File: src/stream_sink_pkg.sv
/*
 * Shared types of the store streamer.
 * Holds the word width, the stream lane and store request structs,
 * the control and flag bundles and the state encoding of the sink FSM.
 */

`default_nettype none

package stream_sink_pkg;

  // Every memory port carries one word of this width; other widths are not supported.
  localparam int unsigned WORD_WIDTH = 32;

  // One lane of an incoming beat.
  typedef struct packed {
    logic [WORD_WIDTH-1:0]   data; // Payload word.
    logic [WORD_WIDTH/8-1:0] strb; // Byte strobe with one bit per byte of data.
  } stream_word_t;

  // One store request on a memory port. The ports only write and carry no wen field.
  typedef struct packed {
    logic                    req;  // Request is pending.
    logic [31:0]             addr; // Word-aligned byte address.
    logic [WORD_WIDTH-1:0]   data; // Word to be written.
    logic [WORD_WIDTH/8-1:0] be;   // Byte enables.
  } tcdm_req_t;

  // Two-dimensional transfer pattern.
  typedef struct packed {
    logic [31:0] base_addr;   // Address of the first beat.
    logic [15:0] trans_size;  // Total number of beats in the transfer.
    logic [15:0] line_length; // Beats per line.
    logic [31:0] line_stride; // Byte distance between the starts of two lines.
  } addressgen_ctrl_t;

  // Control bundle coming from the engine controller.
  typedef struct packed {
    logic             req_start;       // Start request sampled while ready_start is high.
    addressgen_ctrl_t addressgen_ctrl; // Pattern loaded at start.
  } ctrl_sink_t;

  // Status flags going back to the controller.
  typedef struct packed {
    logic ready_start; // High while the sink is idle and can take a start.
    logic done;        // One-cycle pulse at the end of a transfer.
    logic in_progress; // Address generator still has beats to count.
  } flags_sink_t;

  // States of the sink control FSM.
  typedef enum logic {
    SINK_IDLE    = 1'b0,
    SINK_WORKING = 1'b1
  } sink_state_e;

endpackage

`default_nettype wire

File: src/stream_addressgen.sv
/*
 * Two-dimensional address generator.
 * Produces the byte address of the current beat and counts
 * accepted beats until the programmed transfer size is reached.
 */

`timescale 1ns/10ps
`default_nettype none

module stream_addressgen #(
  parameter int unsigned NB_TCDM_PORTS = 2
) (
  input  logic                              clk_i,
  input  logic                              rst_ni,
  input  logic                              clear_i,
  input  logic                              load_i,
  input  logic                              enable_i,
  input  stream_sink_pkg::addressgen_ctrl_t ctrl_i,
  output logic [31:0]                       addr_o,
  output logic                              in_progress_o
);

  import stream_sink_pkg::*;

  // A beat covers one word per port, so consecutive beats in a line are this far apart.
  localparam logic [31:0] BEAT_STEP = 32'(NB_TCDM_PORTS * WORD_WIDTH / 8);

  logic [15:0] trans_size_q;  // Copy of the pattern taken on load.
  logic [15:0] line_length_q;
  logic [31:0] line_stride_q;

  logic [15:0] beat_cnt_q;    // Beats accepted since load.
  logic [15:0] line_cnt_q;    // Beat index inside the current line.
  logic [31:0] word_offs_q;   // Byte offset of the current beat inside its line.
  logic [31:0] line_base_q;   // Start address of the current line.
  logic        in_progress_q;

  logic last_in_line;
  logic last_beat;

  assign last_in_line = (line_cnt_q == line_length_q - 16'd1);
  assign last_beat    = (beat_cnt_q == trans_size_q - 16'd1);

  // The address is valid combinationally for the beat that is about to be taken.
  assign addr_o        = line_base_q + word_offs_q;
  assign in_progress_o = in_progress_q;

  // Pattern registers only change on load.
  always_ff @(posedge clk_i) begin
    if (load_i) begin
      trans_size_q  <= ctrl_i.trans_size;
      line_length_q <= ctrl_i.line_length;
      line_stride_q <= ctrl_i.line_stride;
    end
  end

  always_ff @(posedge clk_i or negedge rst_ni) begin
    if (!rst_ni) begin
      beat_cnt_q    <= '0;
      line_cnt_q    <= '0;
      word_offs_q   <= '0;
      line_base_q   <= '0;
      in_progress_q <= 1'b0;
    end else if (clear_i) begin
      beat_cnt_q    <= '0;
      line_cnt_q    <= '0;
      word_offs_q   <= '0;
      line_base_q   <= '0;
      in_progress_q <= 1'b0;
    end else if (load_i) begin
      beat_cnt_q    <= '0;
      line_cnt_q    <= '0;
      word_offs_q   <= '0;
      line_base_q   <= ctrl_i.base_addr;
      in_progress_q <= (ctrl_i.trans_size != 16'd0); // An empty transfer ends at once.
    end else if (enable_i && in_progress_q) begin
      beat_cnt_q <= beat_cnt_q + 16'd1;
      if (last_beat) begin
        in_progress_q <= 1'b0; // Final beat of the transfer has been taken.
      end
      if (last_in_line) begin
        // Wrap to the start of the next line.
        line_cnt_q  <= '0;
        word_offs_q <= '0;
        line_base_q <= line_base_q + line_stride_q;
      end else begin
        line_cnt_q  <= line_cnt_q + 16'd1;
        word_offs_q <= word_offs_q + BEAT_STEP;
      end
    end
  end

endmodule

`default_nettype wire

File: src/beat_splitter.sv
/*
 * Beat splitter.
 * Breaks each accepted beat into one store request register per port,
 * so that the ports drain independently of each other.
 */

`timescale 1ns/10ps
`default_nettype none

module beat_splitter #(
  parameter int unsigned NB_TCDM_PORTS = 2
) (
  input  logic                         clk_i,
  input  logic                         rst_ni,
  input  logic                         clear_i,
  input  stream_sink_pkg::stream_word_t beat_i [NB_TCDM_PORTS],
  input  logic                         beat_valid_i,
  output logic                         beat_ready_o,
  input  logic [31:0]                  addr_i,
  output stream_sink_pkg::tcdm_req_t   lane_o [NB_TCDM_PORTS],
  input  logic [NB_TCDM_PORTS-1:0]     lane_gnt_i,
  output logic                         busy_o
);

  import stream_sink_pkg::*;

  logic [NB_TCDM_PORTS-1:0] lane_req_q;                 // Lane holds a pending store.
  logic [31:0]              lane_addr_q [NB_TCDM_PORTS]; // Address of the store in each lane.
  logic [WORD_WIDTH-1:0]    lane_data_q [NB_TCDM_PORTS];
  logic [WORD_WIDTH/8-1:0]  lane_be_q   [NB_TCDM_PORTS];
  logic [NB_TCDM_PORTS-1:0] lane_free;                   // Lane is empty or emptying now.
  logic                     beat_take;

  // A new beat may enter only when every lane can make room in this cycle.
  assign lane_free    = ~lane_req_q | lane_gnt_i;
  assign beat_ready_o = &lane_free;
  assign beat_take    = beat_valid_i & beat_ready_o;
  assign busy_o       = |lane_req_q;

  always_ff @(posedge clk_i or negedge rst_ni) begin
    if (!rst_ni) begin
      lane_req_q <= '0;
    end else if (clear_i) begin
      lane_req_q <= '0;
    end else if (beat_take) begin
      lane_req_q <= '1;                      // All lanes fill together.
    end else begin
      lane_req_q <= lane_req_q & ~lane_gnt_i; // Each lane drops on its own grant.
    end
  end

  always_ff @(posedge clk_i) begin
    if (beat_take) begin
      for (int p = 0; p < NB_TCDM_PORTS; p++) begin
        lane_addr_q[p] <= addr_i + 32'(p * WORD_WIDTH / 8); // Word p sits 4*p bytes in.
        lane_data_q[p] <= beat_i[p].data;
        lane_be_q[p]   <= beat_i[p].strb;
      end
    end
  end

  always_comb begin
    for (int p = 0; p < NB_TCDM_PORTS; p++) begin
      lane_o[p].req  = lane_req_q[p];
      lane_o[p].addr = lane_addr_q[p];
      lane_o[p].data = lane_data_q[p];
      lane_o[p].be   = lane_be_q[p];
    end
  end

endmodule

`default_nettype wire

File: src/tcdm_store_fifo.sv
/*
 * Store request FIFO for one memory port.
 * Decouples a splitter lane from the memory request port.
 * A depth of 0 connects the lane straight to the port.
 */

`timescale 1ns/10ps
`default_nettype none

module tcdm_store_fifo #(
  parameter int unsigned FIFO_DEPTH = 2
) (
  input  logic                       clk_i,
  input  logic                       rst_ni,
  input  logic                       clear_i,
  input  stream_sink_pkg::tcdm_req_t push_i,
  output logic                       push_gnt_o,
  output stream_sink_pkg::tcdm_req_t pop_o,
  input  logic                       pop_gnt_i,
  output logic                       empty_o
);

  import stream_sink_pkg::*;

  if (FIFO_DEPTH == 0) begin : gen_bypass
    // Without storage the lane sees the memory grant directly.
    assign pop_o      = push_i;
    assign push_gnt_o = pop_gnt_i;
    assign empty_o    = 1'b1;
  end else begin : gen_fifo
    localparam int unsigned PTR_W = (FIFO_DEPTH > 1) ? $clog2(FIFO_DEPTH) : 1;
    localparam int unsigned CNT_W = $clog2(FIFO_DEPTH + 1);
    localparam logic [PTR_W-1:0] LAST_PTR = PTR_W'(FIFO_DEPTH - 1);
    localparam logic [CNT_W-1:0] FULL_CNT = CNT_W'(FIFO_DEPTH);

    logic [31:0]             addr_mem [FIFO_DEPTH]; // Address of each held store.
    logic [WORD_WIDTH-1:0]   data_mem [FIFO_DEPTH];
    logic [WORD_WIDTH/8-1:0] be_mem   [FIFO_DEPTH];
    logic [PTR_W-1:0]        wr_ptr_q;
    logic [PTR_W-1:0]        rd_ptr_q;
    logic [CNT_W-1:0]        cnt_q;    // Number of stores held.
    logic                    full;
    logic                    empty;
    logic                    push;
    logic                    pop;

    assign full  = (cnt_q == FULL_CNT);
    assign empty = (cnt_q == '0);
    assign push  = push_i.req & ~full;
    assign pop   = pop_gnt_i & ~empty;

    assign push_gnt_o = ~full; // The lane may hand over a store whenever there is room.
    assign empty_o    = empty;

    assign pop_o.req  = ~empty;
    assign pop_o.addr = addr_mem[rd_ptr_q];
    assign pop_o.data = data_mem[rd_ptr_q];
    assign pop_o.be   = be_mem[rd_ptr_q];

    always_ff @(posedge clk_i or negedge rst_ni) begin
      if (!rst_ni) begin
        wr_ptr_q <= '0;
        rd_ptr_q <= '0;
        cnt_q    <= '0;
      end else if (clear_i) begin
        wr_ptr_q <= '0;
        rd_ptr_q <= '0;
        cnt_q    <= '0;
      end else begin
        if (push) begin
          wr_ptr_q <= (wr_ptr_q == LAST_PTR) ? '0 : wr_ptr_q + 1'b1; // Wrap around.
        end
        if (pop) begin
          rd_ptr_q <= (rd_ptr_q == LAST_PTR) ? '0 : rd_ptr_q + 1'b1;
        end
        if (push && !pop) begin
          cnt_q <= cnt_q + 1'b1;
        end else if (pop && !push) begin
          cnt_q <= cnt_q - 1'b1;
        end
      end
    end

    always_ff @(posedge clk_i) begin
      if (push) begin
        addr_mem[wr_ptr_q] <= push_i.addr;
        data_mem[wr_ptr_q] <= push_i.data;
        be_mem[wr_ptr_q]   <= push_i.be;
      end
    end
  end

endmodule

`default_nettype wire

File: src/stream_sink.sv
/*
 * Store streamer top level.
 * Takes wide beats from an engine, stamps each word with a generated
 * address and issues one store per memory port through per-port FIFOs.
 * A small FSM handles start, drain and the done pulse.
 */

`timescale 1ns/10ps
`default_nettype none

module stream_sink #(
  parameter int unsigned NB_TCDM_PORTS   = 2,
  parameter int unsigned TCDM_FIFO_DEPTH = 2
) (
  input  logic                          clk_i,
  input  logic                          rst_ni,
  input  logic                          clear_i,
  input  stream_sink_pkg::ctrl_sink_t   ctrl_i,
  output stream_sink_pkg::flags_sink_t  flags_o,
  input  stream_sink_pkg::stream_word_t stream_i [NB_TCDM_PORTS],
  input  logic                          stream_valid_i,
  output logic                          stream_ready_o,
  output stream_sink_pkg::tcdm_req_t    tcdm_req_o [NB_TCDM_PORTS],
  input  logic [NB_TCDM_PORTS-1:0]      tcdm_gnt_i
);

  import stream_sink_pkg::*;

  sink_state_e cs, ns;

  logic                     start;          // Start accepted in this cycle.
  logic                     working;
  logic                     done_d;         // Transfer ends in this cycle.
  logic                     done_q;
  logic                     drained;        // Nothing left in lanes or FIFOs.
  logic [31:0]              gen_addr;
  logic                     gen_in_progress;
  logic                     gen_en;
  logic                     beat_valid;
  logic                     beat_ready;
  logic                     lanes_busy;
  tcdm_req_t                lane_req [NB_TCDM_PORTS];
  logic [NB_TCDM_PORTS-1:0] lane_gnt;
  logic [NB_TCDM_PORTS-1:0] fifo_empty;

  assign working = (cs == SINK_WORKING);
  assign start   = (cs == SINK_IDLE) & ctrl_i.req_start;
  assign drained = ~lanes_busy & (&fifo_empty);

  // The stream is only open while working and while beats remain to be counted.
  assign beat_valid     = stream_valid_i & working & gen_in_progress;
  assign stream_ready_o = beat_ready & working & gen_in_progress;
  assign gen_en         = stream_valid_i & stream_ready_o; // Advance on every transferred beat.

  assign flags_o.ready_start = (cs == SINK_IDLE);
  assign flags_o.done        = done_q;
  assign flags_o.in_progress = gen_in_progress;

  always_comb begin
    ns     = cs;
    done_d = 1'b0;
    case (cs)
      SINK_IDLE: begin
        if (start) begin
          ns = SINK_WORKING; // Pattern is loaded at the same edge.
        end
      end
      SINK_WORKING: begin
        // Wait for the last beat to be counted and for all stores to leave.
        if (!gen_in_progress && drained) begin
          ns     = SINK_IDLE;
          done_d = 1'b1;
        end
      end
      default: ns = SINK_IDLE;
    endcase
  end

  always_ff @(posedge clk_i or negedge rst_ni) begin
    if (!rst_ni) begin
      cs     <= SINK_IDLE;
      done_q <= 1'b0;
    end else if (clear_i) begin
      cs     <= SINK_IDLE;
      done_q <= 1'b0;
    end else begin
      cs     <= ns;
      done_q <= done_d; // The registered flag pulses for exactly one cycle.
    end
  end

  stream_addressgen #(
    .NB_TCDM_PORTS ( NB_TCDM_PORTS )
  ) i_addressgen (
    .clk_i         ( clk_i                  ),
    .rst_ni        ( rst_ni                 ),
    .clear_i       ( clear_i                ),
    .load_i        ( start                  ),
    .enable_i      ( gen_en                 ),
    .ctrl_i        ( ctrl_i.addressgen_ctrl ),
    .addr_o        ( gen_addr               ),
    .in_progress_o ( gen_in_progress        )
  );

  beat_splitter #(
    .NB_TCDM_PORTS ( NB_TCDM_PORTS )
  ) i_beat_splitter (
    .clk_i        ( clk_i      ),
    .rst_ni       ( rst_ni     ),
    .clear_i      ( clear_i    ),
    .beat_i       ( stream_i   ),
    .beat_valid_i ( beat_valid ),
    .beat_ready_o ( beat_ready ),
    .addr_i       ( gen_addr   ),
    .lane_o       ( lane_req   ),
    .lane_gnt_i   ( lane_gnt   ),
    .busy_o       ( lanes_busy )
  );

  // One store FIFO per memory port.
  for (genvar p = 0; p < NB_TCDM_PORTS; p++) begin : gen_port
    tcdm_store_fifo #(
      .FIFO_DEPTH ( TCDM_FIFO_DEPTH )
    ) i_store_fifo (
      .clk_i      ( clk_i         ),
      .rst_ni     ( rst_ni        ),
      .clear_i    ( clear_i       ),
      .push_i     ( lane_req[p]   ),
      .push_gnt_o ( lane_gnt[p]   ),
      .pop_o      ( tcdm_req_o[p] ),
      .pop_gnt_i  ( tcdm_gnt_i[p] ),
      .empty_o    ( fifo_empty[p] )
    );
  end

endmodule

`default_nettype wire

File: config.mk
export PLATFORM = sky130hd
export DESIGN_NAME = stream_sink
export DESIGN_NICKNAME = d
export VERILOG_FILES = /design/src/stream_sink_pkg.sv /design/src/stream_addressgen.sv /design/src/beat_splitter.sv /design/src/tcdm_store_fifo.sv /design/src/stream_sink.sv
export SDC_FILE = /design/constraint.sdc
export NUM_CORES = 1
export LEC_CHECK = 0
export CAP_MARGIN = 20
export CELL_PAD_IN_SITES_DETAIL_PLACEMENT = 0
export CELL_PAD_IN_SITES_GLOBAL_PLACEMENT = 1
export CORE_ASPECT_RATIO = 1.2
export CORE_MARGIN = 2
export CORE_UTILIZATION = 40
export CTS_BUF_LIST = sky130_fd_sc_hd__clkbuf_8 sky130_fd_sc_hd__clkbuf_16
export CTS_CLUSTER_SIZE = 40
export DETAILED_ROUTE_END_ITERATION = 7
export DONT_BUFFER_PORTS = 1
export PLACE_DENSITY = 0.73
export SLEW_MARGIN = 20
export SYNTH_ARGS = -nofsm -noshare
export SYNTH_HDL_FRONTEND = slang
export SYNTH_SLANG_ARGS = --single-unit
File: constraint.sdc
create_clock -name clk_i -period 4.6 [get_ports clk_i]
set_clock_uncertainty 0.2 [all_clocks]
set_input_delay 0.46 -clock clk_i [delete_from_list [all_inputs] [get_ports clk_i]]
set_output_delay 0.46 -clock clk_i [all_outputs]
set_load 0.01 [all_outputs]
==> results of run 1 <==
metal layers:
metal | GRT usage | share of wire | up-vias
met3 | 0.03206 | 0.048 | 102
met5 | 0 | 0 | -
met4 | 0.06264 | 0.033 | 0
met2 | 0.3000 | 0.49 | 341
met1 | 0.2216 | 0.43 | 7458
li1 | - | - | 7221
registers in the layout (all words and copies together), names as in the netlist, 29 cells and up:
| signal | flops |
|---|---|
| i_addressgen.word_offs_q | 29 |
| gen_port.i_store_fifo.gen_fifo.addr_mem | 128 |
| gen_port.i_store_fifo.gen_fifo.data_mem | 128 |
| i_beat_splitter.lane_addr_q | 62 |
| i_addressgen.line_stride_q | 32 |
| i_addressgen.line_base_q | 32 |
| i_beat_splitter.lane_data_q | 64 |
worst paths after layout:
check	startpoint	end	cells after the start
worst max-delay path	i_addressgen.line_base_q[2]$_DFFE_PN0P_	i_addressgen.line_base_q[30]$_DFFE_PN0P_	12
worst min-delay path	clear_i	cs$_DFF_PN0_	3
worst max register to register	i_addressgen.line_base_q[2]$_DFFE_PN0P_	i_addressgen.line_base_q[30]$_DFFE_PN0P_	12
worst min register to register	i_beat_splitter.lane_addr_q[0][23]$_DFFE_PP_	gen_port[0].i_store_fifo.gen_fifo.addr_mem[0][23]$_DFFE_PP_	0
max in group asynchronous	rst_ni	i_addressgen.word_offs_q[23]$_DFFE_PN0P_	2
min in group asynchronous	rst_ni	i_addressgen.in_progress_o$_DFFE_PN0P_	2
cells in the mapped netlist (3+ instances only):
| master | n | area (sq um) |
|---|---|---|
| buf_1 | 11 | 41.29 |
| nor3_1 | 33 | 165.2 |
| nand2b_1 | 17 | 106.4 |
| a21o_1 | 30 | 225.2 |
| buf_2 | 5 | 25.02 |
| edfxtp_1 | 470 | 14110 |
| o211a_1 | 4 | 40.04 |
| a311oi_1 | 12 | 105.1 |
| or3_1 | 10 | 62.56 |
| o221ai_1 | 3 | 26.28 |
| o41ai_1 | 3 | 26.28 |
| xnor2_1 | 88 | 770.7 |
| nand3b_1 | 7 | 52.55 |
| a31oi_1 | 22 | 137.6 |
| and2_1 | 11 | 68.82 |
| nand4_1 | 26 | 162.7 |
| ha_1 | 65 | 813.3 |
| o31ai_1 | 9 | 67.56 |
| xor2_1 | 83 | 727.0 |
| nor2b_1 | 6 | 37.54 |
| nor4_1 | 12 | 75.07 |
| a211oi_1 | 17 | 127.6 |
| mux2i_1 | 5 | 50.05 |
| clkbuf_1 | 36 | 135.1 |
| o211ai_1 | 13 | 97.59 |
| a41oi_1 | 7 | 61.31 |
| inv_1 | 28 | 105.1 |
| a211o_1 | 5 | 43.79 |
| or2_1 | 3 | 18.77 |
| nor4_2 | 4 | 50.05 |
| and3_1 | 27 | 168.9 |
| mux2_2 | 142 | 1599 |
| nor3b_1 | 5 | 37.54 |
| nand2_1 | 127 | 476.7 |
| o21ai_0 | 39 | 195.2 |
| nor2_1 | 144 | 540.5 |
| and4_1 | 9 | 78.83 |
| dfrtp_1 | 106 | 2653 |
| o21a_1 | 8 | 60.06 |
| or2_2 | 3 | 18.77 |
| nand3_1 | 34 | 170.2 |
| o21bai_1 | 5 | 37.54 |
| a21oi_1 | 75 | 375.4 |
power by group:
part / internal (W) / total, W / switching, W
sequential: 0.00574 / 0.00582 / 0.0000864
clock: 0.00310 / 0.00520 / 0.00210
combinational: 0.000358 / 0.000797 / 0.000439
total: 0.00919 / 0.0118 / 0.00263
layout make-up:
type	instances	area, sq um	area share
well taps	824	1031	0.03387
multi-input cells	1143	8223	0.2702
repair buffers	209	2145	0.07046
clock buffers	61	1515	0.04978
flip-flops and latches	576	16770	0.5511
inverters	29	115.1	0.003782
clock inverters	49	634.4	0.02084
cells by family after synthesis:
kind of cell / share of synthesized area
compound gates: 0.07083
fa+ha+maj: 0.03294
xor+xnor: 0.05920
buf+inv: 0.01330
simple gates: 0.09580
mux: 0.06519
flops: 0.6627
through the flow:
stage / hold slack (ps) / cell area, sq um / instances / total power (W)
after floorplan: -35.59 / 25300 / 1803 / 0.006388
after global placement: -27.77 / 26300 / 2588 / 0.006547
after detailed placement: -28.43 / 26300 / 2588 / 0.006557
after CTS: 15.19 / 30390 / 2889 / 0.01198
after global routing: 43.95 / 30440 / 2891 / 0.01226
final: 62.00 / 30440 / 2891 / 0.01182
critical path, stage by stage, from the launching register on:
cell and delay, ps:
dfrtp_1 450, ha_1 370, nor2b_1 160, o21a_1 180, o21ai_0 310, a31oi_1 270
a41oi_1 480, o211ai_1 210, a31oi_1 380, o211ai_1 150, xnor2_1 140, a211oi_1 230
dlygate4sd3_1 570
timing repair:
item / in CTS / in global routing
endpoints found under the setup margin: 0 / 0
hold endpoints to repair: 287 / 0
hold buffers: 191 / 0
==> run metrics, run 1 <==
Max FO, Critical Path=6; Root Driver=clkbuf_16; die height=279.5 um; Routability Congestion=0.8369; final worst setup slack=425.7 ps; slew margin rel.=0.3098; via count=15120; Area growth syn-to-layout=20.31%; Ports=317; min Tclk post-route=4174 ps; Num CTS Buffers=59; Hold Fails Final Rpt=0; WP data arrival=4520 ps; nets=2259; Final period util=0.9074; Longest Clk Path Bufs=3; Layout Utilization=0.4836; Avg Cell Area, Syn=14.03 sq um; vias per cell=5.231; clk slew on worst S/H paths=70 ps; worst skew pair latency=620 ps; # diodes=0; total power divided by cell area=388.4 mW/mm^2; Mapped Area=0.02530 sq mm; RSZ-0062 raised after global routing=false; total core area=0.06293 sq mm; die area=0.06528 sq mm; Routed wire per std cell=20.15 um; synthesized flop and latch total=576; Fillers=5408; proportion of layout cells with a drive suffix above 1=0.1393; dpl hpwl=39000 um; library cells used by synthesis=72; initial core utilization=0.4020; outcome=finished, final reports clean; commonest non-fill, non-tap cell in the layout=edfxtp_1; Gate Count Post-Synth=1803; fmax=239.6 MHz; pre-CTS setup slack=739.0 ps; Syn. warnings=0; Max Cap Viol=0; Rows=101; Routed WL=58260 um; Syn Nets=2044; worst vdd ir=341.9 uV; Leakage Power=11.06 nW; Die Width=233.6 um; post_cts resized=0; setup tns final=0 ps; Slew Limit Fails=0; Worst setup EP type=register; commonest cells after routing, fill and taps aside=edfxtp_1, dlygate4sd3_1, nor2_1, mux2_2, nand2_1; # clock sinks=576; final setup fails=0; largest net degree at the start of global routing=137; first-pass GRT wire length=88920 um; Post-CTS Repair Setup Buffers=0; Total GRT Usage=0.1753; TritonCTS clock tree=yes; Seq/Total Area, Yosys=0.6627; Antenna Nets Post-Route=0; drt first pass iters=5; DR iter-0 viols=811; WS Path Type=reg -> reg; initial antenna violation count=0; Hold Crit Class=in -> reg; crit path launch type=register; grt total ovfl=0; Post-synth ARST share=0.1840; I/O Buffers=0; reg-to-reg slack, setup=430 ps; Post-synth EDFFs=470; H-tree depth=2; CP Data Required Time=4950 ps; drt drc=0; worst slew pin tran=1035 ps; Main synth FF type=edfxtp_1; vias in the first global route=15690
No activity file was read; power rests on OpenSTA's default activity.
==> run 2: changes to the inputs <==
==> constraint.sdc (replaced) <==
create_clock -name clk_i -period 4.9 [get_ports clk_i]
set_clock_uncertainty 0.2 [all_clocks]
set_input_delay 0.49 -clock clk_i [delete_from_list [all_inputs] [get_ports clk_i]]
set_output_delay 0.49 -clock clk_i [all_outputs]
set_load 0.01 [all_outputs]
==> run 2 against run 1 <==
  * Clock power fell by 12%
  * Worst hold slack better by 40 ps
  * Combinational power is 6.5% lower
  * Clock-buffer cell count is the same
  * Register-to-register slack improved by 320 ps
==> run metrics, run 2 (synthesized netlist as in run 1, its figures left out) <==
outcome=finished, final reports clean; Hold Crit Class=in -> reg; DR iter-0 viols=770; H-tree depth=2; hold path cells=3; worst vdd ir=272.6 uV; worst stage delay on the critical path=560 ps; die area=0.06528 sq mm; Max FO, Critical Path=4; WP data arrival=4520 ps; total core area=0.06293 sq mm; Area growth syn-to-layout=19.49%; Max Cap Viol=0; Longest Clk Path Bufs=3; Clock Power Share=0.426; Layout Utilization=0.4803; Rows=101; commonest cells after routing, fill and taps aside=edfxtp_1, dlygate4sd3_1, nor2_1, mux2_2, nand2_1; first-pass GRT wire length=89380 um; min-delay src=clear_i; crit path launch type=register; r2r worst-path depth=14; final worst setup slack=741.5 ps; Ports=317; RSZ-0062 raised after global routing=false; # clock sinks=576; Pwr Total=0.01082 W; dpl hpwl=39350 um; total power divided by cell area=357.8 mW/mm^2; Routed WL=57830 um; vias per cell=5.213; Internal Dissipation=0.008361 W; Reg power frac=0.505; Root Driver=clkbuf_16; fmax=240.5 MHz; footprint of the multi-input gates=0.008223 sq mm; Slew Limit Fails=0; Hold Fails Final Rpt=0; proportion of layout cells with a drive suffix above 1=0.1374; Top Registers=gen_port.i_store_fifo.gen_fifo.addr_mem x128, gen_port.i_store_fifo.gen_fifo.data_mem x128, i_beat_splitter.lane_data_q x64; drt first pass iters=4; Routed wire per std cell=20.00 um; Routability Congestion=0.8479; vias in the first global route=15760; initial antenna violation count=1; CP cell instances=ha_1, inv_1, fa_1, nor2b_1, o21a_1, o21ai_0, a31oi_1, a41oi_1, o211ai_1, a31oi_1, o211ai_1, xnor2_1, a211oi_1, dlygate4sd3_1; slew margin rel.=0.2916; drt drc=0; reg-to-reg slack, setup=740 ps; Fillers=5404; worst skew pair latency=620 ps; WS Path Type=reg -> reg; switching part of the total=0.2270; register area=0.01677 sq mm; commonest non-fill, non-tap cell in the layout=edfxtp_1; Combinational Power Share=0.069; setup tns final=0 ps; Leakage Power=11.01 nW; die height=279.5 um; Final period util=0.8487; Setup crit start=i_addressgen.line_base_q[0]$_DFFE_PN0P_; TritonCTS clock tree=yes; nets=2257; Total GRT Usage=0.1763; Die Width=233.6 um; largest net degree at the start of global routing=139; Worst setup EP type=register; Antenna Nets Post-Route=0; worst r2r src=i_addressgen.line_base_q[0]$_DFFE_PN0P_; CP Data Required Time=5260 ps; via count=15080; final setup fails=0; worst slew pin tran=1063 ps; initial core utilization=0.4020; NetSw=0.002455 W; min Tclk post-route=4159 ps; non-filler cells, final=2892; pre-CTS setup slack=1058 ps; I/O Buffers=0; clk slew on worst S/H paths=60 ps; Worst path slowest cell=dlygate4sd3_1; grt total ovfl=0; Num CTS Buffers=59; placed insts=2590; hold path endpoint=cs$_DFF_PN0_; R2R Path End=i_addressgen.line_base_q[30]$_DFFE_PN0P_
[run 2: routing by layer]
metal	vias to the layer above	wire length (um)	GRT usage
met3	129	2695	0.03064
met1	7392	24470	0.2213
met5	-	0	0
met2	338	28210	0.2986
li1	7216	-	-
met4	0	2458	0.07579
[run 2: worst max-delay path: cells and delay by family, from the launching register on]
kind / cells / cell delay (ps)
and+or+nand+nor: 1 / 180
buffers and inverters: 2 / 640
AOI/OAI and AO/OA: 8 / 2030
DFF: 1 / 370
xor gates and xnor gates: 1 / 80
adders and majority gates: 2 / 590
[run 2: cell type report]
| type | count | share of cell area |
|---|---|---|
| sequential | 576 | 0.5549 |
| timing repair buffer | 207 | 0.06838 |
| clock inverter | 51 | 0.01660 |
| tap | 824 | 0.03411 |
| multi-input combinational | 1143 | 0.2720 |
| inverter | 29 | 0.003808 |
| antenna | 1 | 0.00008278 |
| clock buffer | 61 | 0.05012 |
[run 2: power by group through the flow]
stage | Combinational, W | Sequential, W | Clock [W]
after CTS | 0.000749 | 0.00547 | 0.00476
after global routing | 0.000828 | 0.00548 | 0.00492
after global placement | 0.000578 | 0.00557 | 0
after floorplan | 0.000462 | 0.00554 | 0
after detailed placement | 0.000582 | 0.00557 | 0
final | 0.000745 | 0.00547 | 0.00460
[run 2: how the worst max path moves through the flow]
| stage | end | slack [ps] | cells past startpoint |
|---|---|---|---|
| 2_1_floorplan | gen_port[1].i_store_fifo.gen_fifo.addr_mem[0][0]$_DFFE_PP_ | 700 | 3 |
| 3_3_place_gp | i_beat_splitter.lane_addr_q[0][62]$_DFFE_PP_ | 1150 | 11 |
| 3_5_place_dp | i_beat_splitter.lane_addr_q[0][62]$_DFFE_PP_ | 1060 | 11 |
| 4_1_cts | i_addressgen.line_base_q[30]$_DFFE_PN0P_ | 770 | 14 |
| 5_1_grt | i_addressgen.line_base_q[22]$_DFFE_PN0P_ | 440 | 14 |
| 6_report | i_addressgen.line_base_q[30]$_DFFE_PN0P_ | 740 | 14 |
[run 2: metrics by stage]
stage | hold slack, ps | area (sq um)
floorplan | -5.591 | 25300
global placement | 2.032 | 26290
detailed placement | 1.495 | 26290
CTS | 68.24 | 30230
global route | 89.47 | 30230
finish | 102.4 | 30230
[run 2: repair_timing]
action                                 4_1_cts  5_1_grt
endpoints found under the hold margin      287        0
buffers inserted                             0        0
resized for setup                            0        0
hold buffers                               189        0
==> run 3: changes to the inputs <==
==> constraint.sdc (replaced) <==
create_clock -name clk_i -period 4.2 [get_ports clk_i]
set_clock_uncertainty 0.2 [all_clocks]
set_input_delay 0.42 -clock clk_i [delete_from_list [all_inputs] [get_ports clk_i]]
set_output_delay 0.42 -clock clk_i [all_outputs]
set_load 0.01 [all_outputs]
==> run 3 against run 2 <==
  * Maximum frequency up 8.5%
  * Sequential cell count unchanged
  * Global-route usage fell by 0.24 points
  * Core utilization up 0.22 points
  * Power rose by 19%
  * First-iteration DRC count rose by 10%
  * Critical endpoint is now i_addressgen.line_base_q[7]$_DFFE_PN0P_
  * Highest routed layer unchanged
==> run metrics, run 3 (synthesized netlist as in run 1, its figures left out) <==
worst skew pair latency=620 ps; total core area=0.06293 sq mm; min Tclk post-route=3833 ps; Routed WL=57450 um; outcome=finished, final reports clean; met3 Resource Use GR=0.03542; die area=0.06528 sq mm; TritonCTS clock tree=yes; drt drc=0; via count=15130; r2r worst-path depth=14; Leakage Power=11.07 nW; DR iter-0 viols=847; Top Registers=gen_port.i_store_fifo.gen_fifo.addr_mem x128, gen_port.i_store_fifo.gen_fifo.data_mem x128, i_beat_splitter.lane_data_q x64; post-route cell area=0.03037 sq mm; Rows=101; # clock sinks=576; WP data arrival=4190 ps; I/O Buffers=0; Num CTS Buffers=61; hold path cells=2; H-tree depth=2; worst slew pin tran=1058 ps; Routability Congestion=0.8276; Area growth syn-to-layout=20.05%; first-pass GRT wire length=87730 um; Slew Limit Fails=0; setup tns final=0 ps; drt first pass iters=5; commonest non-fill, non-tap cell in the layout=edfxtp_1; pre-CTS setup slack=415.3 ps; Worst setup EP type=register; Total GRT Usage=0.1739; grt total ovfl=0; final worst setup slack=366.8 ps; die height=279.5 um; Routed wire per std cell=19.83 um; slew margin rel.=0.2944; WS Path Type=reg -> reg; Max FO, Critical Path=25; total power divided by cell area=423.3 mW/mm^2; Pwr Total=0.01286 W; dpl hpwl=38890 um; met1 usage=0.2176; Hold Fails Final Rpt=0; vias per cell=5.223; busiest metal layer after global routing=met2; vias in the first global route=15540; proportion of layout cells with a drive suffix above 1=0.1419; commonest cells after routing, fill and taps aside=edfxtp_1, dlygate4sd3_1, nor2_1, mux2_2, nand2_1; Hold Crit Class=in -> reg; fmax=260.9 MHz; Ports=317; clk slew on worst S/H paths=60 ps; nets=2261; Post-CTS Repair Setup Buffers=0; crit path launch type=register; Final period util=0.9127; worst vdd ir=278.3 uV; RSZ-0062 raised after global routing=false; CP Data Required Time=4560 ps; Post-DP Area=0.02638 sq mm; Layout Utilization=0.4826; final setup fails=0; Die Width=233.6 um; Longest Clk Path Bufs=3; largest net degree at the start of global routing=107; initial antenna violation count=1; initial core utilization=0.4020; Max Cap Viol=0; met2 Use GR=0.2934; Root Driver=clkbuf_16; Antenna Nets Post-Route=0
[run 3: final timing paths]
kind | start | end | slack, ps
max in group asynchronous | rst_ni | i_addressgen.word_offs_q[26]$_DFFE_PN0P_ | 3060
min in group asynchronous | rst_ni | gen_port[0].i_store_fifo.gen_fifo.cnt_q[1]$_DFFE_PN0P_ | 210
min reg2reg | i_beat_splitter.lane_addr_q[0][24]$_DFFE_PP_ | gen_port[0].i_store_fifo.gen_fifo.addr_mem[0][24]$_DFFE_PP_ | 230
min | stream_valid_i | i_beat_splitter.lane_req_q[1]$_DFF_PN0_ | 20
max | i_addressgen.line_length_q[0]$_DFFE_PP_ | i_addressgen.line_base_q[7]$_DFFE_PN0P_ | 370
max reg2reg | i_addressgen.line_length_q[0]$_DFFE_PP_ | i_addressgen.line_base_q[7]$_DFFE_PN0P_ | 370
[run 3: worst max-delay path, stage by stage, from the launching register on]
cell and delay (ps):
edfxtp_1 460, inv_1 100, ha_1 170, nor3b_2 400, o211ai_1 170, o211ai_1 130
a32oi_1 90, nor4_2 390, nand4_1 210, nor2_1 120, buf_4 310, nor2_1 80
a211o_1 270, a21oi_1 130, dlygate4sd3_1 550
[run 3: through the flow]
| step | hold slack (ps) | instances |
|---|---|---|
| finish | 18.34 | 2897 |
| global route | 10.13 | 2897 |
| CTS | 0.9772 | 2896 |
| global placement | -67.73 | 2598 |
| detailed placement | -68.27 | 2598 |
| floorplan | -75.59 | 1803 |
[run 3: power breakdown]
part           internal (W)  switching [W]  total [W]
sequential          0.00629      0.0000944    0.00638
combinational      0.000389       0.000476   0.000865
clock               0.00334        0.00227    0.00561
[run 3: final cells by class]
| type | count | area, sq um |
|---|---|---|
| diodes | 1 | 2.502 |
| clock buffers | 61 | 1526 |
| clock inverters | 54 | 606.8 |
| fillers | 5394 | 32560 |
| inverters | 29 | 115.1 |
| multi-input cells | 1143 | 8223 |
| flip-flops and latches | 576 | 16770 |
| well taps | 824 | 1031 |
| repair buffers | 209 | 2092 |
[run 3: metal layers]
layer  wire [um]  up-vias
li1            -     7224
met1       24180     7442
met2       27840      351
met3        3251      113
met4        2176        0
met5           0        -
[run 3: repair_timing]
| action | in CTS | in global routing |
|---|---|---|
| hold buffers | 183 | 0 |
| setup endpoints to repair | 0 | 0 |
| hold endpoints to repair | 287 | 0 |
| resized for setup | 0 | 0 |
